<file path="config.mk">
export PLATFORM = sky130hd
export DESIGN_NAME = local_commit_top
export DESIGN_NICKNAME = d
export VERILOG_FILES = /design/src/logic/commit_pkg.sv /design/src/logic/commit_tracker.sv /design/src/logic/commit_hdr_gen.sv /design/src/logic/commit_skid.sv /design/src/logic/local_commit_top.sv
export VERILOG_INCLUDE_DIRS = /design/src /design/src/include
export SDC_FILE = /design/constraint.sdc
export NUM_CORES = 1
export LEC_CHECK = 0
export BUFFER_PORTS_ARGS = -buffer_cell sky130_fd_sc_hd__buf_2
export CAP_MARGIN = 20
export CORE_MARGIN = 4
export CORE_UTILIZATION = 30
export DETAILED_ROUTE_END_ITERATION = 6
export GPL_ROUTABILITY_DRIVEN = 1
export PLACE_DENSITY_LB_ADDON = 0.08
export SLEW_MARGIN = 15
export SYNTH_ARGS = -nofsm -noshare
export SYNTH_HDL_FRONTEND = slang
export SYNTH_SLANG_ARGS = --single-unit
export TNS_END_PERCENT = 50
</file>
<file path="constraint.sdc">
create_clock -name clk -period 16 [get_ports clk]
set_input_delay 0 -clock clk [delete_from_list [all_inputs] [get_ports clk]]
set_output_delay 0 -clock clk [all_outputs]
set_load 0.1 [all_outputs]
</file>
<file path="src/include/commit_params.svh">
`ifndef COMMIT_PARAMS_SVH
`define COMMIT_PARAMS_SVH

// ---------------------------------------------------------------------------
// Stream geometry
// ---------------------------------------------------------------------------

// Width of one stream beat, which also holds one full request header
`define COMMIT_DATA_W 128

// Side-band bits that travel with every beat
// Bit 0 selects the data-mover header layout when set
`define COMMIT_USER_W 1

// ---------------------------------------------------------------------------
// Format and type codes
// ---------------------------------------------------------------------------

// Memory write request with a 64-bit address
// Only this code produces a commit
`define FMT_MWR 8'h60

// Completion without data, the code placed in every generated commit
`define FMT_CPL 8'h0A

// ---------------------------------------------------------------------------
// Commit path buffering
// ---------------------------------------------------------------------------

// Entries in the commit skid buffer
// The tracker relies on at least two, one in flight and one waiting
`define COMMIT_SKID_DEPTH 2

`endif

</file>
<file path="src/logic/commit_pkg.sv">
package commit_pkg;

`include "commit_params.svh"

   // -------------------------------------------------------------------------
   // Field types
   // -------------------------------------------------------------------------

   // Format and type code, always the top byte of a header beat
   typedef logic [7:0] fmt_t;

   // Length in dwords, zero means the largest transfer
   typedef logic [9:0] len_t;

   typedef logic [9:0] tag_t;
   typedef logic [15:0] req_id_t;

   // Function number packed as {pf_num[2:0], vf_num[10:0], vf_active}
   typedef logic [14:0] func_t;

   // Completion byte count, four times the dword length
   typedef logic [11:0] byte_cnt_t;

   typedef logic [`COMMIT_USER_W-1:0] user_t;
   typedef logic [`COMMIT_DATA_W-1:0] data_t;
   typedef logic [`COMMIT_DATA_W/8-1:0] keep_t;

   // -------------------------------------------------------------------------
   // Request header views
   // -------------------------------------------------------------------------

   // Data-mover request, without a requester id
   typedef struct packed {
      fmt_t        fmt;
      tag_t        tag;
      len_t        len;
      func_t       func;
      logic [20:0] rsvd;
      logic [63:0] host_addr;
   } dm_req_hdr_t;

   // Port-unit request, which carries the requester id
   typedef struct packed {
      fmt_t        fmt;
      tag_t        tag;
      len_t        len;
      req_id_t     req_id;
      func_t       func;
      logic [4:0]  rsvd;
      logic [63:0] host_addr;
   } pu_req_hdr_t;

   // -------------------------------------------------------------------------
   // Completion header views
   // -------------------------------------------------------------------------

   // Data-mover completion, fc marks the final completion of a request
   typedef struct packed {
      fmt_t        fmt;
      tag_t        tag;
      len_t        len;
      func_t       func;
      logic        fc;
      logic [83:0] rsvd;
   } dm_cpl_hdr_t;

   typedef struct packed {
      fmt_t        fmt;
      tag_t        tag;
      len_t        len;
      req_id_t     req_id;
      func_t       func;
      byte_cnt_t   byte_cnt;
      logic [56:0] rsvd;
   } pu_cpl_hdr_t;

   // One beat on any of the three streams
   typedef struct packed {
      data_t data;
      keep_t keep;
      logic  last;
      user_t dm_mode;
   } stream_beat_t;

   // Tracker position within the packet stream
   typedef enum logic [1:0] {
      IDLE_SOP,
      IN_WRITE,
      IN_OTHER,
      COMMIT_WAIT
   } tracker_state_t;

endpackage

</file>
<file path="src/logic/commit_tracker.sv">
`timescale 1ns/10ps
`include "commit_params.svh"

module commit_tracker (
   input  logic                     clk,
   input  logic                     rst_n,
   input  logic                     sink_valid,
   input  commit_pkg::stream_beat_t sink_beat,
   output logic                     sink_ready,
   output logic                     source_valid,
   input  logic                     source_ready,
   input  logic                     cmt_in_ready,
   output logic                     cmt_in_valid,
   output logic                     capture
);

   import commit_pkg::*;

   tracker_state_t state;
   tracker_state_t state_next;
   dm_req_hdr_t    hdr_view;
   logic           at_sop;
   logic           is_write;
   logic           ends_write;
   logic           end_ok;
   logic           xfer;

   // ---------------------------------------------------------------------------
   // Beat classification
   // ---------------------------------------------------------------------------

   // Both layouts keep the format code in the top byte, so either view works
   assign hdr_view = dm_req_hdr_t'(sink_beat.data);

   // The cycle after a commit is raised is also a packet boundary
   assign at_sop = (state == IDLE_SOP) || (state == COMMIT_WAIT);
   assign is_write = at_sop && (hdr_view.fmt == fmt_t'(`FMT_MWR));

   // This beat closes a write and would push another commit
   assign ends_write = sink_beat.last && (is_write || (state == IN_WRITE));

   // A closing beat needs room in the skid buffer and no push this cycle
   // Payload and read beats never wait for the commit path
   // Once raised this stays high while the beat is stalled, since no push
   // can happen without a transfer here
   assign end_ok = !ends_write || (cmt_in_ready && !cmt_in_valid);

   assign sink_ready   = source_ready && end_ok;
   assign source_valid = sink_valid && end_ok;
   assign xfer         = sink_valid && sink_ready;

   // Header generator latches on the accepted first beat of a write
   assign capture = xfer && is_write;

   // One cycle in COMMIT_WAIT is exactly one push into the skid buffer
   assign cmt_in_valid = (state == COMMIT_WAIT);

   // ---------------------------------------------------------------------------
   // Packet FSM
   // ---------------------------------------------------------------------------

   always_comb begin
      state_next = state;
      case (state)
         IDLE_SOP, COMMIT_WAIT: begin
            // Leave COMMIT_WAIT after one cycle even without a new packet
            state_next = IDLE_SOP;
            if (xfer) begin
               if (is_write) begin
                  state_next = sink_beat.last ? COMMIT_WAIT : IN_WRITE;
               end else begin
                  state_next = sink_beat.last ? IDLE_SOP : IN_OTHER;
               end
            end
         end
         IN_WRITE: begin
            if (xfer && sink_beat.last) begin
               state_next = COMMIT_WAIT;
            end
         end
         IN_OTHER: begin
            if (xfer && sink_beat.last) begin
               state_next = IDLE_SOP;
            end
         end
         default: begin
            state_next = IDLE_SOP;
         end
      endcase
   end

   always_ff @(posedge clk) begin
      if (!rst_n) begin
         state <= IDLE_SOP;
      end else begin
         state <= state_next;
      end
   end

endmodule

</file>
<file path="src/logic/commit_hdr_gen.sv">
`timescale 1ns/10ps
`include "commit_params.svh"

module commit_hdr_gen (
   input  logic                     clk,
   input  logic                     rst_n,
   input  logic                     capture,
   input  commit_pkg::stream_beat_t sink_beat,
   output commit_pkg::stream_beat_t cpl_beat
);

   import commit_pkg::*;

   dm_req_hdr_t  dm_req;
   pu_req_hdr_t  pu_req;
   dm_cpl_hdr_t  dm_cpl;
   pu_cpl_hdr_t  pu_cpl;
   stream_beat_t cpl_next;

   // The same header beat seen through both layouts
   assign dm_req = dm_req_hdr_t'(sink_beat.data);
   assign pu_req = pu_req_hdr_t'(sink_beat.data);

   // ---------------------------------------------------------------------------
   // Completion forming
   // ---------------------------------------------------------------------------

   always_comb begin
      // Data-mover completion mirrors the request and closes it with fc
      dm_cpl      = '0;
      dm_cpl.fmt  = fmt_t'(`FMT_CPL);
      dm_cpl.tag  = dm_req.tag;
      dm_cpl.len  = dm_req.len;
      dm_cpl.func = dm_req.func;
      dm_cpl.fc   = 1'b1;

      // Port-unit completion also returns the requester id
      pu_cpl        = '0;
      pu_cpl.fmt    = fmt_t'(`FMT_CPL);
      pu_cpl.tag    = pu_req.tag;
      pu_cpl.len    = pu_req.len;
      pu_cpl.req_id = pu_req.req_id;
      pu_cpl.func   = pu_req.func;
      // Byte count is four bytes per dword
      // A zero length wraps to zero here, as the link expects for 4 KB
      pu_cpl.byte_cnt = byte_cnt_t'({pu_req.len, 2'b00});

      // The commit is one complete beat tagged with the request's layout
      cpl_next.data    = sink_beat.dm_mode[0] ? data_t'(dm_cpl) : data_t'(pu_cpl);
      cpl_next.keep    = '1;
      cpl_next.last    = 1'b1;
      cpl_next.dm_mode = sink_beat.dm_mode;
   end

   // ---------------------------------------------------------------------------
   // Holding register
   // ---------------------------------------------------------------------------

   // Held until the next write starts, which may be long after the header
   // beat, since the commit is only pushed once the payload has passed
   always_ff @(posedge clk) begin
      if (!rst_n) begin
         cpl_beat <= '0;
      end else if (capture) begin
         cpl_beat <= cpl_next;
      end
   end

endmodule

</file>
<file path="src/logic/commit_skid.sv">
`timescale 1ns/10ps
`include "commit_params.svh"

module commit_skid (
   input  logic                     clk,
   input  logic                     rst_n,
   input  commit_pkg::stream_beat_t in_beat,
   input  logic                     in_valid,
   output logic                     in_ready,
   output commit_pkg::stream_beat_t out_beat,
   output logic                     out_valid,
   input  logic                     out_ready
);

   import commit_pkg::*;

   localparam int DEPTH = `COMMIT_SKID_DEPTH;
   localparam int CNT_W = $clog2(DEPTH + 1);

   // Head entry drives the output directly, the skid entry queues behind it
   stream_beat_t     main_q;
   stream_beat_t     skid_q;
   logic [CNT_W-1:0] count;
   logic [CNT_W-1:0] count_next;
   logic             push;
   logic             pop;

   assign push = in_valid && in_ready;
   assign pop  = out_valid && out_ready;

   assign out_beat = main_q;

   // ---------------------------------------------------------------------------
   // Occupancy
   // ---------------------------------------------------------------------------

   always_comb begin
      count_next = count;
      if (push && !pop) begin
         count_next = count + CNT_W'(1);
      end else if (pop && !push) begin
         count_next = count - CNT_W'(1);
      end
   end

   // Both handshake flags come straight from flops
   always_ff @(posedge clk) begin
      if (!rst_n) begin
         count     <= '0;
         out_valid <= 1'b0;
         in_ready  <= 1'b1;
      end else begin
         count     <= count_next;
         out_valid <= (count_next != '0);
         in_ready  <= (count_next < CNT_W'(DEPTH));
      end
   end

   // ---------------------------------------------------------------------------
   // Entry storage
   // ---------------------------------------------------------------------------

   always_ff @(posedge clk) begin
      // New data goes to the head when the head is free or leaving now
      if (push && ((count == '0) || ((count == CNT_W'(1)) && pop))) begin
         main_q <= in_beat;
      end else if (pop && (count == CNT_W'(2))) begin
         main_q <= skid_q;
      end

      // Second entry only fills while the head is stuck
      if (push && (count == CNT_W'(1)) && !pop) begin
         skid_q <= in_beat;
      end
   end

endmodule

</file>
<file path="src/logic/local_commit_top.sv">
`timescale 1ns/10ps

module local_commit_top (
   input  logic                     clk,
   input  logic                     rst_n,

   // Request stream from the requester
   input  commit_pkg::stream_beat_t sink_beat,
   input  logic                     sink_valid,
   output logic                     sink_ready,

   // Same stream toward the host link
   output commit_pkg::stream_beat_t source_beat,
   output logic                     source_valid,
   input  logic                     source_ready,

   // Locally generated completions
   output commit_pkg::stream_beat_t commit_beat,
   output logic                     commit_valid,
   input  logic                     commit_ready
);

   import commit_pkg::*;

   stream_beat_t cpl_beat;
   logic         capture;
   logic         cmt_in_valid;
   logic         cmt_in_ready;

   // Payload passes untouched, only the handshake is gated by the tracker
   assign source_beat = sink_beat;

   // ---------------------------------------------------------------------------
   // Submodules
   // ---------------------------------------------------------------------------

   commit_tracker commit_tracker_i (
      .clk          (clk),
      .rst_n        (rst_n),
      .sink_valid   (sink_valid),
      .sink_beat    (sink_beat),
      .sink_ready   (sink_ready),
      .source_valid (source_valid),
      .source_ready (source_ready),
      .cmt_in_ready (cmt_in_ready),
      .cmt_in_valid (cmt_in_valid),
      .capture      (capture)
   );

   commit_hdr_gen commit_hdr_gen_i (
      .clk       (clk),
      .rst_n     (rst_n),
      .capture   (capture),
      .sink_beat (sink_beat),
      .cpl_beat  (cpl_beat)
   );

   // Decouples commit back-pressure from the stream by two entries
   commit_skid commit_skid_i (
      .clk       (clk),
      .rst_n     (rst_n),
      .in_beat   (cpl_beat),
      .in_valid  (cmt_in_valid),
      .in_ready  (cmt_in_ready),
      .out_beat  (commit_beat),
      .out_valid (commit_valid),
      .out_ready (commit_ready)
   );

endmodule

</file>
# Word level (Yosys, flattened, before mapping)
# Index checks and enable logic that the tools add are counted.
# op_classes
reduce_logical,31
n_addsub,2
eq_ne,8
n_mux,12
n_lt_le_gt_ge,1
# ops
operator,n
two-way mux 146 bit,2
two-way mux 85 bit,1
logical AND 1 bit,17
two-way mux 2 bit,8
"== test 8 x 7 -> 1 bit, second input constant",1
"== test 2 bit, second input constant",3
case mux 2 bit (3 select lines),1
"== test 2 x 1 -> 1 bit, second input constant",2
zero test 1 bit,4
zero test 2 bit,2
logical OR 1 bit,4
nonzero test 2 bit,2
"adder 2 x 1 -> 2 bit, second input constant",1
"< comparator 2 bit, second input constant",1
"!= test 2 x 1 -> 1 bit, second input constant",1
"!= test 2 bit, second input constant",1
AND reduction 2 bit,1
OR reduction 2 bit,1
"subtractor 2 x 1 -> 2 bit, second input constant",1
# totals
in_bits,151
regBits,406
out_inout_bits,295

# Depth between registers and ports, before layout
# depth
word_depth,12
ltp_mapped,8

# By module
# From an unflattened synthesis, not the netlist that was laid out.
# hier_totals
cells_unflattened,983
hier_area_um2,15931.5
# modules_own_cells
mod,n_inst,seq_area_each_um2,cells_per_inst,area_each_um2
commit_skid,1,8848.5,482,11434.7
commit_hdr_gen,1,1261.2,316,3091.7
local_commit_top,1,0.0,146,1096.1
commit_tracker,1,40.0,39,309.0

# Worst setup path before layout
# OpenSTA, ideal clock, no wires.
# synth_path
path_type,register to register
start,register commit_skid_i.out_valid
end,register commit_skid_i.skid_q[0] in the netlist's numbering (enable)
setup_time_ns,0.575
path_stages_with_launch,4
arrival_ns,5.769
setup_slack_ns,9.656
required_time_ns,15.425
cell_sequence,dfxtp_1 > and2_1 > clkbuf_1 > nor3b_1
# synth_between
elab_chain_cells,3
# synth_lines
element,line,rtl
start: declaration,commit_skid.sv:11,"output logic out_valid,"
start signal: assignment,commit_skid.sv:54,out_valid <= (count_next != '0);
logical AND 1 bit,commit_skid.sv:29,assign pop = out_valid && out_ready;
zero test 1 bit,commit_skid.sv:72,if (push && (count == CNT_W'(1)) && !pop) begin
logical AND 1 bit,commit_skid.sv:72,
end signal: assignment,commit_skid.sv:73,skid_q <= in_beat;
end: declaration,commit_skid.sv:22,stream_beat_t skid_q;
# Every way passes these cells.
# A chain may end at the register's enable or synchronous reset.

# Worst setup path after layout
# layout_path
start,register commit_skid_i.out_valid
end,"register commit_skid_i.main_q, in the netlist commit_skid_i.out_beat[118] (enable)"
# layout_between
elab_chain_cells,5
# layout_lines
element,line,rtl
logical AND 1 bit *,commit_skid.sv:29,
logical AND 1 bit,commit_skid.sv:65,if (push && ((count == '0) || ((count == CNT_W'(1)) && pop))) begin
logical OR 1 bit,commit_skid.sv:65,
logical AND 1 bit,commit_skid.sv:65,
nonzero test 2 bit (no line) *,-,
end signal: assignment,commit_skid.sv:66,main_q <= in_beat;
end signal: assignment,commit_skid.sv:68,main_q <= skid_q;
end: declaration,commit_skid.sv:21,stream_beat_t main_q;
# Mark *: on every way between the ends. The rest lies on a longest branch, timed or not.

==> results.yml <==
finish:
  final_area_um2: 10300
  fill_cells: 3088
  final_cells: 1264
  drive_above_1_share_pct: 37.1
  final_nets: 1012
  area_growth_pct: 11.0
  diodes: 0
yosys:
  yosysUniqueCellTypes: 41
  synthMuxAreaShare_pct: 7.66
  netlist_instances: 775
  synthAdderAreaFrac_pct: 0.919
  ys_warn_count: 0
  seq_area_frac_synth_pct: 55.8
  yosys.area.top_type: "edfxtp_1"
  async_flop_share_pct: 0
  synth_compound_area_share_pct: 8.25
  synth_top_family_by_area: "buffers and inverters"
  synth-seq-cells: 195
  ys_top_cells_by_count: "buf_4 (229), edfxtp_1 (126), dfxtp_1 (69)"
  syn_area_um2: 9260
  synth-edff-count: 126
  ys.flop_type: "edfxtp_1"
  syn-mean-instance-area_um2: 12.0
  synthXorXnorAreaFrac_pct: 0.189
  synth_top_area_share_pct: 40.8
  synth_area_leaders: "edfxtp_1 (41%), buf_4 (19%), dfxtp_1 (15%)"
  synth.most_common_cell: "buf_4"
  synth-simple-area-share_pct: 6.07
min_path:
  worstHoldStart: "sink_beat[19]"
  hold_class: "primary input to primary output"
  hold_depth: 0
  whs_endpoint: "source_beat[19]"
critical_path:
  cp_max_fo: 64
  crit_required_ns: 16.05
  crit_type: "register to register"
  worstSetupStartpoint: "commit_skid_i.out_valid"
  worst_setup_path_start_kind: "register"
  r2r-start: "commit_skid_i.out_valid"
  r2r-end: "commit_skid_i.out_beat[118]"
  slowest_stage: "a21o_4"
  path_cells: "and2_1 -> a21oi_1 -> nor2_4 -> buf_4 -> a21o_4"
  r2r_cells: 5
  cp.arrival_ns: 2.89
  rrSetupSlack_ns: 13.16
  end_kind: "register"
  crit_path_max_incr_delay_ns: 0.79
floorplanning:
  core_region_area_um2: 30500
  pin_count: 446
  dieArea_um2: 33800
  die_h_um: 184
  std_cell_rows: 64
  initial_core_util_pct: 30.4
  die_w_um: 184
sta:
  rsz0062_at_grt: "no"
  period_share_pct: 17.8
  fin_crit_ns: 2.84
  fin_ws_ns: 13.16
  slew_viol_final: 0
  finalHoldViolations: 0
  holdWs_ns: 0.0000439
  fin_skew_ns: 0.0107
  worstMarginPinSlew_ns: 1.01
  fin_setup_tns_ns: 0
  setup_viol: 0
  relSlewSlack_pct: 32.5
  maxClockFrequency_ghz: 0.352
drt:
  drt_first_pass_iters: 4
  vias: 5687
  drt_wl_total_um: 26300
  avgRoutedWirePerCell_um: 20.8
  wl_met1_um: 9940
  ant_nets: 0
  first_iter_violations: 246
  wl_met3_um: 2610
  wl_met2_um: 13200
  top_layer: "met5"
  vias_per_cell: 4.50
  route.detailed.drc: 0
cts:
  cts_buffer_depth: 2
  cts_resized: 0
  root_buffer: "clkbuf_16"
  cts.sinks: 195
  cts_buffers: 17
  clk_pin_slew_ns: 0.08
  cts_tree: "built"
  clock_latency_ns: 0.42
  cts_max_level: 4
status:
  status: "finished, final reports clean"
place:
  post-dp-hpwl_um: 17500
  placed_area_um2: 9200
  gp_congestion: 0.733
  dp.cells: 1180
  io_buffer_count: 210
  place_ws_ns: 13.03
global_routing:
  grt_pass1_vias: 5716
  grt_start_max_net_pins: 67
  grt_use_total_pct: 14.8
  grt_overflow: 0
  antenna_found_initial: 0
  grt_pass1_wl_um: 37500
pwr:
  power.density_nw_per_um2: 123
  ir_worst_vdd_mv: 0.0695
  p_leak_nw: 4.03
flow_run:
  drv_cap: 0
critical path, delay by kind of cell, from the launching register on:
kind            cells  cell delay (ns)
compound gates      2             0.95
simple gates        2             0.40
buf+inv             1             0.74
flops               1             0.32
final cells by class:
cell class	instances	area, µm²	area share, %
Clock buffer	18	429	4.17
Clock inverter	14	138	1.34
Inverter	7	26.3	0.256
Multi-Input combinational cell	366	2410	23.5
Sequential cell	195	5160	50.2
Tap cell	396	495	4.82
Timing Repair Buffer	268	1620	15.7
report_power, final:
part           total, mW  switching, mW  internal (mW)
registers          0.552        0.00622          0.546
logic              0.302          0.262         0.0396
clock network      0.415          0.207          0.208
total               1.27          0.476          0.794
cell usage in the layout (no fill, tap or decap), types with 2 or more instances in the layout:
master         netlist  final
a21oi_1             66     66
and2_1               4      4
buf_2               12    210
buf_4              229      6
clkbuf_16            0     17
clkinvlp_4           0      2
conb_1               1     65
dfxtp_1             69     69
dlygate4sd3_1        0     52
edfxtp_1           126    126
ha_1                 6      6
inv_1                7      6
inv_6                0      6
inv_8                0      4
mux2_2              63     63
nand2_1              4      4
nand3_1             37     37
nand4b_1            25     25
nor2_1               4      3
nor4_1               2      2
o21ai_0             63     63
o21ai_1              2      2
o221ai_1             2      2
or3_1                2      2
xnor2_1              2      2
flip-flops by register name (all words and copies together) (netlist names):
signal,flops
commit_skid_i.skid_q,63
commit_hdr_gen_i.cpl_beat,63
commit_skid_i.count,2
commit_skid_i.out_beat,63
commit_skid_i.in_ready,1
commit_skid_i.out_valid,1
commit_tracker_i.state,2
layer usage:
metal,track usage [%],vias to the layer above
li1,-,2624
met1,16.9,2780
met2,25.5,261
met3,6.03,20
met4,4.35,2
met5,0.857,-
how the worst max path moves through the flow:
stage / endpoint / depth (start not counted)
CTS: commit_skid_i.out_beat[77] / 5
global route: commit_skid_i.out_beat[113] / 5
global placement: commit_skid_i.out_beat[127] / 5
detailed placement: commit_skid_i.out_beat[79] / 5
floorplan: commit_skid_i.skid_q[0] / 3
finish: commit_skid_i.out_beat[118] / 5
timing repair:
action,in CTS,in global routing
hold buffers,52,0
buffers inserted,0,0
hold endpoints to repair,66,0
cell families after synthesis:
family | count (synthesis)
buf+inv | 278
flops | 195
compound gates | 143
simple gates | 86
mux | 63
fa+ha+maj | 7
xor+xnor | 2
other cells | 1
metrics by stage:
| stage | utilization [%] | power [mW] |
|---|---|---|
| floorplan | - | 0.933 |
| global placement | 30.1 | 0.856 |
| detailed placement | 30.1 | 0.858 |
| CTS | 33.7 | 1.29 |
| global route | 33.7 | 1.32 |
| finish | 33.7 | 1.27 |
No activity file was read; power rests on OpenSTA's default activity.
